<file path="src/frame_pkg.sv">
package frame_pkg;

    ////////////////////////////////////////////////////////////////////////////
    // Pixel format
    ////////////////////////////////////////////////////////////////////////////

    // 4 bits each of red, green, blue; red in the top nibble
    parameter int PIXEL_W = 12;

    ////////////////////////////////////////////////////////////////////////////
    // Pattern opcodes and drawer FSM
    ////////////////////////////////////////////////////////////////////////////

    // Opcodes on pattern_sel
    typedef enum logic [1:0] {
        PAT_SOLID    = 2'd0,
        PAT_GRADIENT = 2'd1,
        PAT_CHECKER  = 2'd2
    } pattern_t;

    // Drawer states
    typedef enum logic [1:0] {
        DRAW_IDLE    = 2'd0,
        DRAW_FILL    = 2'd1,
        DRAW_REQ     = 2'd2,
        DRAW_RELEASE = 2'd3
    } draw_state_t;

endpackage

</file>
<file path="src/pattern_drawer.sv">
`timescale 1ns/10ps

module pattern_drawer #(
    parameter int FB_WIDTH  = 16,
    parameter int FB_HEIGHT = 12
) (
    input  logic                           clk_display,
    input  logic                           rstn_display,
    input  frame_pkg::pattern_t            pattern_sel,
    input  logic [frame_pkg::PIXEL_W-1:0]  color,
    input  logic                           frame_ack,
    output logic                           wr_en,
    output logic [$clog2(FB_WIDTH*FB_HEIGHT)-1:0] wr_addr,
    output logic [frame_pkg::PIXEL_W-1:0]  wr_data,
    output logic                           frame_req
);
    localparam int ADDR_W = $clog2(FB_WIDTH * FB_HEIGHT);
    localparam int X_W    = (FB_WIDTH > 1) ? $clog2(FB_WIDTH) : 1;
    localparam int Y_W    = (FB_HEIGHT > 1) ? $clog2(FB_HEIGHT) : 1;

    frame_pkg::draw_state_t         state;
    frame_pkg::pattern_t            pat_q;
    logic [frame_pkg::PIXEL_W-1:0]  color_q;
    logic [X_W-1:0]                 x;
    logic [Y_W-1:0]                 y;
    logic [ADDR_W-1:0]              addr;
    logic                           last_col;
    logic                           last_pixel;

    assign last_col   = (x == X_W'(FB_WIDTH - 1));
    assign last_pixel = last_col && (y == Y_W'(FB_HEIGHT - 1));

    ////////////////////////////////////////////////////////////////////////////
    // FSM: fill, then four-phase req/ack with the buffer
    ////////////////////////////////////////////////////////////////////////////

    always_ff @(posedge clk_display or negedge rstn_display) begin
        if (!rstn_display) begin
            state <= frame_pkg::DRAW_IDLE;
        end else begin
            case (state)
                frame_pkg::DRAW_IDLE:    state <= frame_pkg::DRAW_FILL;
                frame_pkg::DRAW_FILL:    if (last_pixel) state <= frame_pkg::DRAW_REQ;
                frame_pkg::DRAW_REQ:     if (frame_ack) state <= frame_pkg::DRAW_RELEASE;
                frame_pkg::DRAW_RELEASE: if (!frame_ack) state <= frame_pkg::DRAW_IDLE;
                default:                 state <= frame_pkg::DRAW_IDLE;
            endcase
        end
    end

    // Raster walk over the back buffer, one pixel per cycle
    always_ff @(posedge clk_display or negedge rstn_display) begin
        if (!rstn_display) begin
            x    <= '0;
            y    <= '0;
            addr <= '0;
        end else if (state == frame_pkg::DRAW_IDLE) begin
            x    <= '0;
            y    <= '0;
            addr <= '0;
        end else if (state == frame_pkg::DRAW_FILL) begin
            addr <= addr + 1'b1;
            if (last_col) begin
                x <= '0;
                y <= y + 1'b1;
            end else begin
                x <= x + 1'b1;
            end
        end
    end

    // Pattern and color held for the whole fill
    always_ff @(posedge clk_display) begin
        if (state == frame_pkg::DRAW_IDLE) begin
            pat_q   <= pattern_sel;
            color_q <= color;
        end
    end

    ////////////////////////////////////////////////////////////////////////////
    // Pixel rules
    ////////////////////////////////////////////////////////////////////////////

    always_comb begin
        case (pat_q)
            frame_pkg::PAT_SOLID:    wr_data = color_q;
            frame_pkg::PAT_GRADIENT: wr_data = {4'(x), 4'(y), color_q[3:0]};
            frame_pkg::PAT_CHECKER:  wr_data = (x[0] ^ y[0]) ? color_q : '0;
            default:                 wr_data = '0;
        endcase
    end

    assign wr_en     = (state == frame_pkg::DRAW_FILL);
    assign wr_addr   = addr;
    assign frame_req = (state == frame_pkg::DRAW_REQ);

endmodule

</file>
<file path="config.mk">
export PLATFORM = sky130hd
export DESIGN_NAME = pattern_drawer
export DESIGN_NICKNAME = d
export VERILOG_FILES = /design/src/frame_pkg.sv /design/src/pattern_drawer.sv
export SDC_FILE = /design/constraint.sdc
export NUM_CORES = 1
export LEC_CHECK = 0
export ABC_AREA = 1
export BUFFER_PORTS_ARGS = -buffer_cell sky130_fd_sc_hd__buf_4
export CELL_PAD_IN_SITES_DETAIL_PLACEMENT = 1
export CELL_PAD_IN_SITES_GLOBAL_PLACEMENT = 1
export CORE_MARGIN = 10
export CORE_UTILIZATION = 39
export DETAILED_ROUTE_END_ITERATION = 6
export PLACE_DENSITY = 0.81
export SLEW_MARGIN = 0
export SYNTH_ARGS = -nofsm -noshare
export SYNTH_HDL_FRONTEND = slang
export SYNTH_SLANG_ARGS = --single-unit
</file>
<file path="constraint.sdc">
create_clock -name clk_display -period 2.25 [get_ports clk_display]
set_input_delay 0.45 -clock clk_display [delete_from_list [all_inputs] [get_ports clk_display]]
set_output_delay 0.45 -clock clk_display [all_outputs]
set_load 0.01 [all_outputs]
</file>
==> results_dict.tcl <==
set metrics [dict create \
    drc_errors 0 \
    path_clk_slew_ns 0.07 \
    post_cts_buffers 0 \
    die_area_um2 7210 \
    place_congestion 0.717 \
    cp_max_fo 12 \
    leakage_uw 0.00102 \
    status "finished, final reports clean" \
    synth-compound-area-share 0.0845 \
    ctsHtreeMaxLevel 2 \
    synth-seq-cells 32 \
    syn_avg_cell_area_um2 8.74 \
    fin_util 0.523 \
    yosysWarnings 0 \
    n_antenna_cell 0 \
    yosysSeqAreaShare 0.530 \
    initial_core_util 0.408 \
    fin_setup_tns_ns 0 \
    totalWireLength_mm 4.39 \
    max_freq_mhz 498 \
    design_area_um2 2110 \
    cp-start-kind "flip-flop" \
    reg2reg_depth 10 \
    relSlewSlack 0.693 \
    cts_root_buffer "clkbuf_8" \
    worstMarginPinSlew_ns 0.461 \
    clockPowerShare 0.462 \
    r2r_end "wr_addr[4]" \
    period_minus_slack_ns 2.01 \
    p_sw_uw 229 \
    rows 23 \
    track_usage 0.126 \
    drt_first_pass_iters 4 \
    synth_nets 212 \
    grt_max_degree 19 \
    placed_area_um2 1990 \
    finalSetupViolCount 0 \
    hold_path_class "in -> async" \
    critPathKind "reg -> out" \
    viasPerCell 5.16 \
    skew_ns 0.00697 \
    io_buffers 38 \
    drive_above_1_share 0.241 \
    power.density_nw_per_um2 562 \
    worstSkewPairLatency_ns 0.29 \
    switching_share 0.193 \
    vdd_ir_drop_max_mv 0.440 \
    core_um2 4030 \
    place_hpwl_mm 3.45 \
    antenna_found_initial 0 \
    die_h_um 84.9 \
    grt_pass1_wl_mm 7.57 \
    cts_inserted_buffers 5 \
    area.growth.synth_to_final_pct 28.3 \
    seq_power_share 0.515 \
    postSynthCellCount 188 \
    end_kind "output pin" \
    drtIter0Drc 84 \
    critical_path.slowest_cell "edfxtp_1" \
    avgRoutedWirePerCell_um 15.6 \
    critical_path_required_ns 1.80 \
    fin_nets 255 \
    synth_top_family_by_area "simple AND/OR/NAND/NOR gates" \
    p_comb_frac 0.023 \
    finalHoldViolations 0 \
    ys_types 21 \
    post_synth_xor_area_fraction 0 \
    ant_nets 0 \
    die_x_um 84.9 \
    cts_tree "yes" \
    reg2reg_from "state[1]" \
    grt_pass1_vias 1561 \
    r2r_slack_ns 0.42 \
    seqCellArea_um2 871 \
    p_int_uw 956 \
    rsz0062_at_grt "false" \
    cp.arrival_ns 1.56 \
    maxCapViolations 0 \
    overflow 0 \
    max-clock-path-buffers 2 \
    path_cells "clkinvlp_4 > nand2_1 > o211ai_1 > buf_4" \
    netlist_area_um2 1640 \
    clkSinkCount 32 \
    cp_slowest_stage_delay_ns 0.42 \
    multi_input_area_um2 668 \
    yosys.area_share.adder 0.0533 \
    synth_simple_gate_area_frac 0.263 \
    period_share 0.892 \
    io_pins 39 \
    fillCellCount 498 \
    maxSlewViolCount 0 \
    synth.area.mux_share 0 \
    routed-via-count 1454 \
]
==> area by class of cell <==
cell class | count | share of cell area
multi-input cells | 126 | 0.317
clock buffers | 6 | 0.0344
inverters | 27 | 0.0499
repair buffers | 39 | 0.139
well taps | 50 | 0.0297
clock inverters | 2 | 0.0166
flip-flops and latches | 32 | 0.413
==> Yosys cell counts, drive strengths merged <==
| library cell | number | area (µm²) |
|---|---|---|
| o21ai | 7 | 35.0 |
| edfxtp | 14 | 420 |
| nor3 | 1 | 5.00 |
| buf | 1 | 5.00 |
| ha | 7 | 87.6 |
| a21oi | 7 | 35.0 |
| nand3 | 34 | 170 |
| dfrtp | 18 | 450 |
| clkbuf | 2 | 7.51 |
| inv | 27 | 101 |
| nor2 | 23 | 101 |
| nand2 | 34 | 130 |
| o211ai | 7 | 52.6 |
| o21a | 1 | 7.51 |
| nand4 | 3 | 18.8 |
| a22o | 1 | 8.76 |
| and3 | 1 | 6.26 |
==> state kept, by name, indices dropped and copies added (netlist names) <==
register and flops:
wr_addr 8, color_q 12, pat_q 2, y 4
state 2, x 4
==> per-layer routing <==
layer  GRT usage  vias up  routed length, µm
met3      0.0402        5                192
met5           0        -                  0
met4      0.0359        0                 48
met2       0.225       29               2330
met1       0.140      704               1820
li1            -      716                  -
==> worst max path at each step <==
stage	end	start	slack, ns	cells past startpoint
6_report	wr_data[9]	pat_q[1]	0.24	4
5_1_grt	wr_data[9]	pat_q[1]	0.09	5
4_1_cts	wr_data[9]	y[0]	0.12	6
3_5_place_dp	wr_addr[4]	state[1]	0.43	9
3_3_place_gp	wr_data[9]	y[0]	0.45	6
2_1_floorplan	wr_addr[5]	state[0]	0.54	7
==> power by group through the flow <==
stage	clock (µW)	combinational (µW)	sequential [µW]
after floorplan	0	0.0105	622
after global placement	0	27.1	622
after detailed placement	0	28.3	622
after CTS	557	28.4	610
after global routing	584	30.6	610
final	547	27.3	610
==> what timing repair did <==
item                       in CTS  in global routing
resized for setup               0                  4
hold buffers                    0                  0
setup endpoints to repair       0                  6
==> per-stage QoR <==
stage	std cells	power [µW]	worst slack [ns]	hold slack [ns]
4_1_cts	282	1200	0.124	0.0227
5_1_grt	282	1220	0.0876	0.0315
6_report	282	1180	0.243	0.0193
3_5_place_dp	274	650	0.428	0.336
2_1_floorplan	188	622	0.538	0.154
3_3_place_gp	274	649	0.447	0.336
==> worst max-delay path, delay by kind of cell, from the launching register on <==
family	cells	cell delay [ns]
DFF	1	0.42
buffers and inverters	2	0.37
AOI/OAI and AO/OA	1	0.25
and+or+nand+nor	1	0.22
==> cells in the final DEF (no fill, tap or decap), types with 2 or more instances in the layout <==
master    synthesis  routed
dfrtp_1          18      18
nor2_4            1       2
nor2_2            3       4
nor2_1           19      17
o21ai_0           7       7
nand2_1          33      33
edfxtp_1         14      14
nand3_1          34      34
inv_2             2       2
buf_4             0      39
a21oi_1           7       7
nand4_1           3       3
inv_1            25      24
clkbuf_8          0       5
ha_1              7       7
o211ai_1          7       7
==> kinds of logic (layout without fill, tap and decap cells) <==
logic type	Yosys count	in the layout
AO/OA/AOI/OAI	23	23
flip-flops	32	32
AND/OR/NAND/NOR	96	96
buffers and inverters	30	74
adder cells (fa/ha/maj)	7	7
No activity file was read; power rests on OpenSTA's default activity.
