### src/frame_pkg.sv
package frame_pkg;

    ////////////////////////////////////////////////////////////////////////////
    // Pixel format
    ////////////////////////////////////////////////////////////////////////////

    // 4 bits each of red, green, blue; red in the top nibble
    parameter int PIXEL_W = 12;

    ////////////////////////////////////////////////////////////////////////////
    // Pattern opcodes and drawer FSM
    ////////////////////////////////////////////////////////////////////////////

    // Opcodes on pattern_sel
    typedef enum logic [1:0] {
        PAT_SOLID    = 2'd0,
        PAT_GRADIENT = 2'd1,
        PAT_CHECKER  = 2'd2
    } pattern_t;

    // Drawer states
    typedef enum logic [1:0] {
        DRAW_IDLE    = 2'd0,
        DRAW_FILL    = 2'd1,
        DRAW_REQ     = 2'd2,
        DRAW_RELEASE = 2'd3
    } draw_state_t;

endpackage

### src/video_pkg.sv
package video_pkg;

    ////////////////////////////////////////////////////////////////////////////
    // Default raster timing
    ////////////////////////////////////////////////////////////////////////////

    // Horizontal, in pixel clocks
    parameter int H_ACTIVE = 16;
    parameter int H_FRONT  = 2;
    parameter int H_SYNC   = 2;
    parameter int H_BACK   = 4;

    // Vertical, in lines
    parameter int V_ACTIVE = 12;
    parameter int V_FRONT  = 1;
    parameter int V_SYNC   = 2;
    parameter int V_BACK   = 2;

    // 0 gives active-low sync pulses
    parameter bit SYNC_POL = 1'b0;

    // Totals
    parameter int H_TOTAL    = H_ACTIVE + H_FRONT + H_SYNC + H_BACK;
    parameter int V_TOTAL    = V_ACTIVE + V_FRONT + V_SYNC + V_BACK;
    parameter int FRAME_CLKS = H_TOTAL * V_TOTAL;

    // Phase of one scan axis
    typedef enum logic [1:0] {
        SCAN_ACTIVE = 2'd0,
        SCAN_FRONT  = 2'd1,
        SCAN_SYNC   = 2'd2,
        SCAN_BACK   = 2'd3
    } scan_state_t;

endpackage

### src/raster_scanner.sv
`timescale 1ns/10ps

module raster_scanner #(
    parameter int H_ACTIVE = 16,
    parameter int H_FRONT  = 2,
    parameter int H_SYNC   = 2,
    parameter int H_BACK   = 4,
    parameter int V_ACTIVE = 12,
    parameter int V_FRONT  = 1,
    parameter int V_SYNC   = 2,
    parameter int V_BACK   = 2,
    parameter bit SYNC_POL = 1'b0
) (
    input  logic                                 clk_display,
    input  logic                                 rstn_display,
    input  logic [frame_pkg::PIXEL_W-1:0]        rd_data,
    output logic [$clog2(H_ACTIVE*V_ACTIVE)-1:0] rd_addr,
    output logic                                 vblank_start,
    output logic                                 vga_hsync,
    output logic                                 vga_vsync,
    output logic                                 vga_de,
    output logic [frame_pkg::PIXEL_W-1:0]        vga_rgb
);
    localparam int H_TOTAL = H_ACTIVE + H_FRONT + H_SYNC + H_BACK;
    localparam int V_TOTAL = V_ACTIVE + V_FRONT + V_SYNC + V_BACK;
    localparam int HW      = $clog2(H_TOTAL);
    localparam int VW      = $clog2(V_TOTAL);
    localparam int ADDR_W  = $clog2(H_ACTIVE * V_ACTIVE);

    logic [HW-1:0]          h_cnt;
    logic [VW-1:0]          v_cnt;
    video_pkg::scan_state_t h_state;
    video_pkg::scan_state_t v_state;
    logic                   de_now;

    // Phase of one axis from its counter and segment lengths
    function automatic video_pkg::scan_state_t phase_of(input int cnt, input int act,
                                                        input int front, input int sync);
        if (cnt < act) begin
            return video_pkg::SCAN_ACTIVE;
        end else if (cnt < act + front) begin
            return video_pkg::SCAN_FRONT;
        end else if (cnt < act + front + sync) begin
            return video_pkg::SCAN_SYNC;
        end
        return video_pkg::SCAN_BACK;
    endfunction

    ////////////////////////////////////////////////////////////////////////////
    // Counters
    ////////////////////////////////////////////////////////////////////////////

    always_ff @(posedge clk_display or negedge rstn_display) begin
        if (!rstn_display) begin
            h_cnt <= '0;
            v_cnt <= '0;
        end else if (h_cnt == HW'(H_TOTAL - 1)) begin
            h_cnt <= '0;
            if (v_cnt == VW'(V_TOTAL - 1)) begin
                v_cnt <= '0;
            end else begin
                v_cnt <= v_cnt + 1'b1;
            end
        end else begin
            h_cnt <= h_cnt + 1'b1;
        end
    end

    assign h_state = phase_of(int'(h_cnt), H_ACTIVE, H_FRONT, H_SYNC);
    assign v_state = phase_of(int'(v_cnt), V_ACTIVE, V_FRONT, V_SYNC);
    assign de_now  = (h_state == video_pkg::SCAN_ACTIVE) && (v_state == video_pkg::SCAN_ACTIVE);

    // First clock of the vertical front porch
    assign vblank_start = (h_cnt == '0) && (v_cnt == VW'(V_ACTIVE));

    // Linear front-buffer index, y * width + x
    assign rd_addr = de_now ? ADDR_W'(int'(v_cnt) * H_ACTIVE + int'(h_cnt)) : '0;

    ////////////////////////////////////////////////////////////////////////////
    // Outputs, one cycle behind the counters to meet rd_data
    ////////////////////////////////////////////////////////////////////////////

    always_ff @(posedge clk_display or negedge rstn_display) begin
        if (!rstn_display) begin
            vga_hsync <= ~SYNC_POL;
            vga_vsync <= ~SYNC_POL;
            vga_de    <= 1'b0;
        end else begin
            vga_hsync <= (h_state == video_pkg::SCAN_SYNC) ^ ~SYNC_POL;
            vga_vsync <= (v_state == video_pkg::SCAN_SYNC) ^ ~SYNC_POL;
            vga_de    <= de_now;
        end
    end

    // Black outside the active area
    assign vga_rgb = vga_de ? rd_data : '0;

endmodule

### config.mk
export PLATFORM = sky130hd
export DESIGN_NAME = raster_scanner
export DESIGN_NICKNAME = d
export VERILOG_FILES = /design/src/frame_pkg.sv /design/src/video_pkg.sv /design/src/raster_scanner.sv
export SDC_FILE = /design/constraint.sdc
export NUM_CORES = 1
export LEC_CHECK = 0
export BUFFER_PORTS_ARGS = -buffer_cell sky130_fd_sc_hd__buf_2
export CORE_MARGIN = 2
export CORE_UTILIZATION = 35
export CTS_CLUSTER_SIZE = 24
export DETAILED_ROUTE_END_ITERATION = 8
export SLEW_MARGIN = 20
export SYNTH_ARGS = -nofsm -noshare
export SYNTH_HDL_FRONTEND = slang
export SYNTH_SLANG_ARGS = --single-unit
### constraint.sdc
create_clock -name clk_display -period 2.35 [get_ports clk_display]
set_input_delay 0.3525 -clock clk_display [delete_from_list [all_inputs] [get_ports clk_display]]
set_output_delay 0.3525 -clock clk_display [all_outputs]
set_load 0.02 [all_outputs]
==> metrics.txt <==
# TYPE chip_impl_metric gauge
chip_impl_metric{name="worst-r2r-cell-count",unit=""} 4
chip_impl_metric{name="placeableCoreArea",unit="mm²"} 0.00223
chip_impl_metric{name="yosysSeqAreaShare",unit=""} 0.394
chip_impl_info{name="hp-class",value="in2async"} 1
chip_impl_metric{name="finalCoreUtilization",unit=""} 0.476
chip_impl_metric{name="cp_num_cells",unit=""} 4
chip_impl_info{name="clockRootBuffer",value="sky130_fd_sc_hd__clkbuf_4"} 1
chip_impl_metric{name="post_synthesis_mux_area_share",unit=""} 0.0135
chip_impl_metric{name="synthDistinctLibCells",unit=""} 31
chip_impl_info{name="path_delay_family",value="adder cells"} 1
chip_impl_info{name="synthFlopType",value="sky130_fd_sc_hd__dfrtp_1"} 1
chip_impl_metric{name="postCtsResizedCells",unit=""} 0
chip_impl_metric{name="gp_congestion",unit=""} 0.790
chip_impl_metric{name="place.detailed.hpwl",unit="µm"} 1310
chip_impl_metric{name="diodes",unit=""} 0
chip_impl_metric{name="finalWorstPathRequiredPeriod",unit="ns"} 1.90
chip_impl_metric{name="leakagePower",unit="nW"} 0.547
chip_impl_info{name="worst_setup_path_end_kind",value="output port"} 1
chip_impl_metric{name="numClockSinks",unit=""} 13
chip_impl_metric{name="synthesized_nets",unit=""} 105
chip_impl_metric{name="crit_fanout",unit=""} 5
chip_impl_metric{name="yosys.area_share.adder",unit=""} 0.0902
chip_impl_metric{name="cts_buffers",unit=""} 3
chip_impl_info{name="status",value="complete, no violations"} 1
chip_impl_metric{name="hold_buf_count_cts",unit=""} 1
chip_impl_metric{name="vias",unit=""} 724
chip_impl_info{name="layout.cells.most_common",value="sky130_fd_sc_hd__buf_2"} 1
chip_impl_metric{name="synth-async-reset-ratio",unit=""} 1.00
chip_impl_metric{name="final_layout_size_suffix_gt1_frac",unit=""} 0.403
chip_impl_metric{name="maxClockFrequency",unit="MHz"} 526
chip_impl_metric{name="drv_cap",unit=""} 0
chip_impl_metric{name="worst_setup_hold_path_clk_slew",unit="ns"} 0.08
chip_impl_metric{name="boundaryPins",unit=""} 38
chip_impl_metric{name="edff_count_synth",unit=""} 0
chip_impl_metric{name="die_y",unit="µm"} 52.8
chip_impl_metric{name="finClkSkew",unit="ns"} 0.00292
chip_impl_metric{name="max_slew_margin",unit=""} 0.756
chip_impl_metric{name="syn_area",unit="µm²"} 832
chip_impl_metric{name="crit_required",unit="ns"} 2.00
chip_impl_metric{name="drt_pre_antenna_iters",unit=""} 4
chip_impl_metric{name="synth.ff_latch_count",unit=""} 13
chip_impl_info{name="tritoncts_clock_tree",value="done"} 1
chip_impl_metric{name="post-route-period-util",unit=""} 0.810
chip_impl_metric{name="final_hold_viol_count",unit=""} 0
chip_impl_info{name="timing.critical_path.mode_cell",value="sky130_fd_sc_hd__ha_1"} 1
chip_impl_info{name="crit_slowest_cell",value="sky130_fd_sc_hd__dfrtp_1"} 1
chip_impl_metric{name="fin_nets",unit=""} 145
chip_impl_metric{name="h-tree-depth",unit=""} 1
chip_impl_metric{name="drt-wirelength-per-cell",unit="µm"} 11.0
chip_impl_metric{name="wire_length_of_the_first_global_routing_pass",unit="µm"} 2570
chip_impl_metric{name="portBuffers",unit=""} 37
chip_impl_metric{name="area_growth_syn_to_fin",unit="%"} 27.7
chip_impl_metric{name="overall_routed_net_length",unit="µm"} 1670
chip_impl_metric{name="critical_path_arrival",unit="ns"} 1.55
chip_impl_metric{name="synth_cells",unit=""} 85
chip_impl_metric{name="dp_slack",unit="ns"} 0.740
chip_impl_metric{name="grt_util_all_layers",unit=""} 0.128
chip_impl_metric{name="vdd_drop_max",unit="µV"} 268
chip_impl_metric{name="post_synth_xor_area_fraction",unit=""} 0.0617
chip_impl_metric{name="floorplan.die_area",unit="mm²"} 0.00278
chip_impl_metric{name="grt_pass1_vias",unit=""} 617
chip_impl_info{name="synth_top_family_by_area",value="simple AND/OR/NAND/NOR gates"} 1
chip_impl_metric{name="largest_net_degree_at_the_start_of_global_routing",unit=""} 14
chip_impl_metric{name="clock_path_buffers",unit=""} 2
chip_impl_info{name="mostFrequentLayoutCells",value="sky130_fd_sc_hd__buf_2 (37), sky130_fd_sc_hd__and2_1 (12), sky130_fd_sc_hd__dfrtp_1 (11)"} 1
chip_impl_metric{name="clkLatencyLatePin",unit="ns"} 0.27
chip_impl_metric{name="ratio_of_total_power_to_cell_area",unit="mW/mm²"} 383
chip_impl_metric{name="std_cell_rows",unit=""} 17
chip_impl_metric{name="antenna_left",unit=""} 0
chip_impl_metric{name="fraction_of_the_mapped_netlist_area_in_simple_logic_gates",unit=""} 0.310
chip_impl_metric{name="fin_total_pwr",unit="mW"} 0.407
chip_impl_metric{name="synth_compound_area_frac",unit=""} 0.0767
chip_impl_metric{name="detail_route.drc_violations",unit=""} 0
chip_impl_metric{name="start_util",unit=""} 0.373
chip_impl_metric{name="grt.overflow.total",unit=""} 0
chip_impl_metric{name="synth.avg_cell_area",unit="µm²"} 9.79
chip_impl_info{name="worstSetupPathType",value="reg2out"} 1
chip_impl_metric{name="number_of_antenna_violations_at_the_first_check_in_global_routing",unit=""} 0
chip_impl_info{name="worstSetupStartpointType",value="flop"} 1
chip_impl_metric{name="timing.setup.tns",unit="ns"} 0
chip_impl_info{name="grt_setup_unrepaired",value="no"} 1
chip_impl_metric{name="critPathBufInv",unit=""} 1
chip_impl_metric{name="slew_violations",unit=""} 0
chip_impl_metric{name="synth-warning-count",unit=""} 0
chip_impl_metric{name="cpPeakStageDelay",unit="ns"} 0.46
chip_impl_metric{name="die_width",unit="µm"} 52.8
chip_impl_info{name="critical_path.cell_chain",value="ha_1, ha_1, and3_1, buf_2"} 1
chip_impl_metric{name="setup_viol",unit=""} 0
chip_impl_metric{name="postCtsSetupRepairBufs",unit=""} 0
chip_impl_metric{name="finalWorstSetupSlack",unit="ns"} 0.447
chip_impl_metric{name="post_drt_via_cell_ratio",unit=""} 4.76
chip_impl_metric{name="worst_pin_slew",unit="ns"} 0.365
chip_impl_metric{name="dr.first_iter.drc_count",unit=""} 16
==> flip-flops by register name, indices dropped and copies added, names as in the netlist <==
| name | cells |
|---|---|
| vga_vsync | 1 |
| vga_de | 1 |
| v_cnt | 5 |
| vga_hsync | 1 |
| h_cnt | 5 |
==> metal layers <==
metal | routed length, µm | track usage | up-vias
met3 | 166 | 0.0229 | 4
met5 | 0 | 0 | -
met4 | 33 | 0.0769 | 0
met2 | 704 | 0.215 | 35
li1 | - | - | 366
met1 | 762 | 0.150 | 319
==> cells by family after synthesis <==
family	Yosys count
DFF	13
buffers and inverters	8
xor gates and xnor gates	5
and+or+nand+nor	43
muxes	1
AOI/OAI and AO/OA	9
adders and majority gates	6
==> Yosys cell counts (2+ instances only) <==
cell                       n  share of area
sky130_fd_sc_hd__nor2_1    8          0.036
sky130_fd_sc_hd__ha_1      6          0.090
sky130_fd_sc_hd__buf_6     2          0.027
sky130_fd_sc_hd__nand3_1   4          0.024
sky130_fd_sc_hd__xnor2_1   2          0.021
sky130_fd_sc_hd__nand2_1   6          0.027
sky130_fd_sc_hd__and3_1    4          0.030
sky130_fd_sc_hd__inv_1     5          0.023
sky130_fd_sc_hd__dfrtp_1  11           0.33
sky130_fd_sc_hd__o21ai_0   3          0.018
sky130_fd_sc_hd__xor2_1    2          0.021
sky130_fd_sc_hd__dfstp_2   2          0.063
sky130_fd_sc_hd__and2_1   12          0.090
==> per-stage QoR <==
stage / cell area, µm² / hold slack (ns) / cells
6_report: 1060 / 0.488 / 152
5_1_grt: 1060 / 0.513 / 152
4_1_cts: 1060 / 0.492 / 152
3_5_place_dp: 1030 / 0.259 / 147
3_3_place_gp: 1030 / 0.258 / 147
2_1_floorplan: 832 / 0.0569 / 85
==> cell type report <==
| class | instances | area [µm²] |
|---|---|---|
| tap | 28 | 35.0 |
| fill | 234 | 1170 |
| sequential | 13 | 328 |
| clock buffer | 4 | 26.3 |
| inverter | 5 | 18.8 |
| multi-input combinational | 64 | 459 |
| timing repair buffer | 38 | 195 |
==> worst reg2reg max path: stages, from the launching register on <==
cell	delay [ns]
sky130_fd_sc_hd__dfrtp_1	0.41
sky130_fd_sc_hd__ha_1	0.22
sky130_fd_sc_hd__and4b_4	0.36
sky130_fd_sc_hd__nand2_1	0.09
sky130_fd_sc_hd__mux2_2	0.27
==> worst paths after layout <==
path	startpoint	to	slack, ns
max	v_cnt[0]	rd_addr[5]	0.45
min	rstn_display	h_cnt[3]	0.49
max reg2reg	h_cnt[1]	v_cnt[2]	0.89
min reg2reg	h_cnt[1]	vga_hsync	0.49
max in group asynchronous	rstn_display	vga_vsync	1.58
min in group clk_display	h_cnt[1]	vga_hsync	0.49
==> where the power goes <==
part | internal [mW] | total [mW] | switching [mW]
logic | 0.0209 | 0.0463 | 0.0255
clock network | 0.0657 | 0.137 | 0.0709
registers | 0.224 | 0.224 | 0
Power figures use the tool's default switching activity.
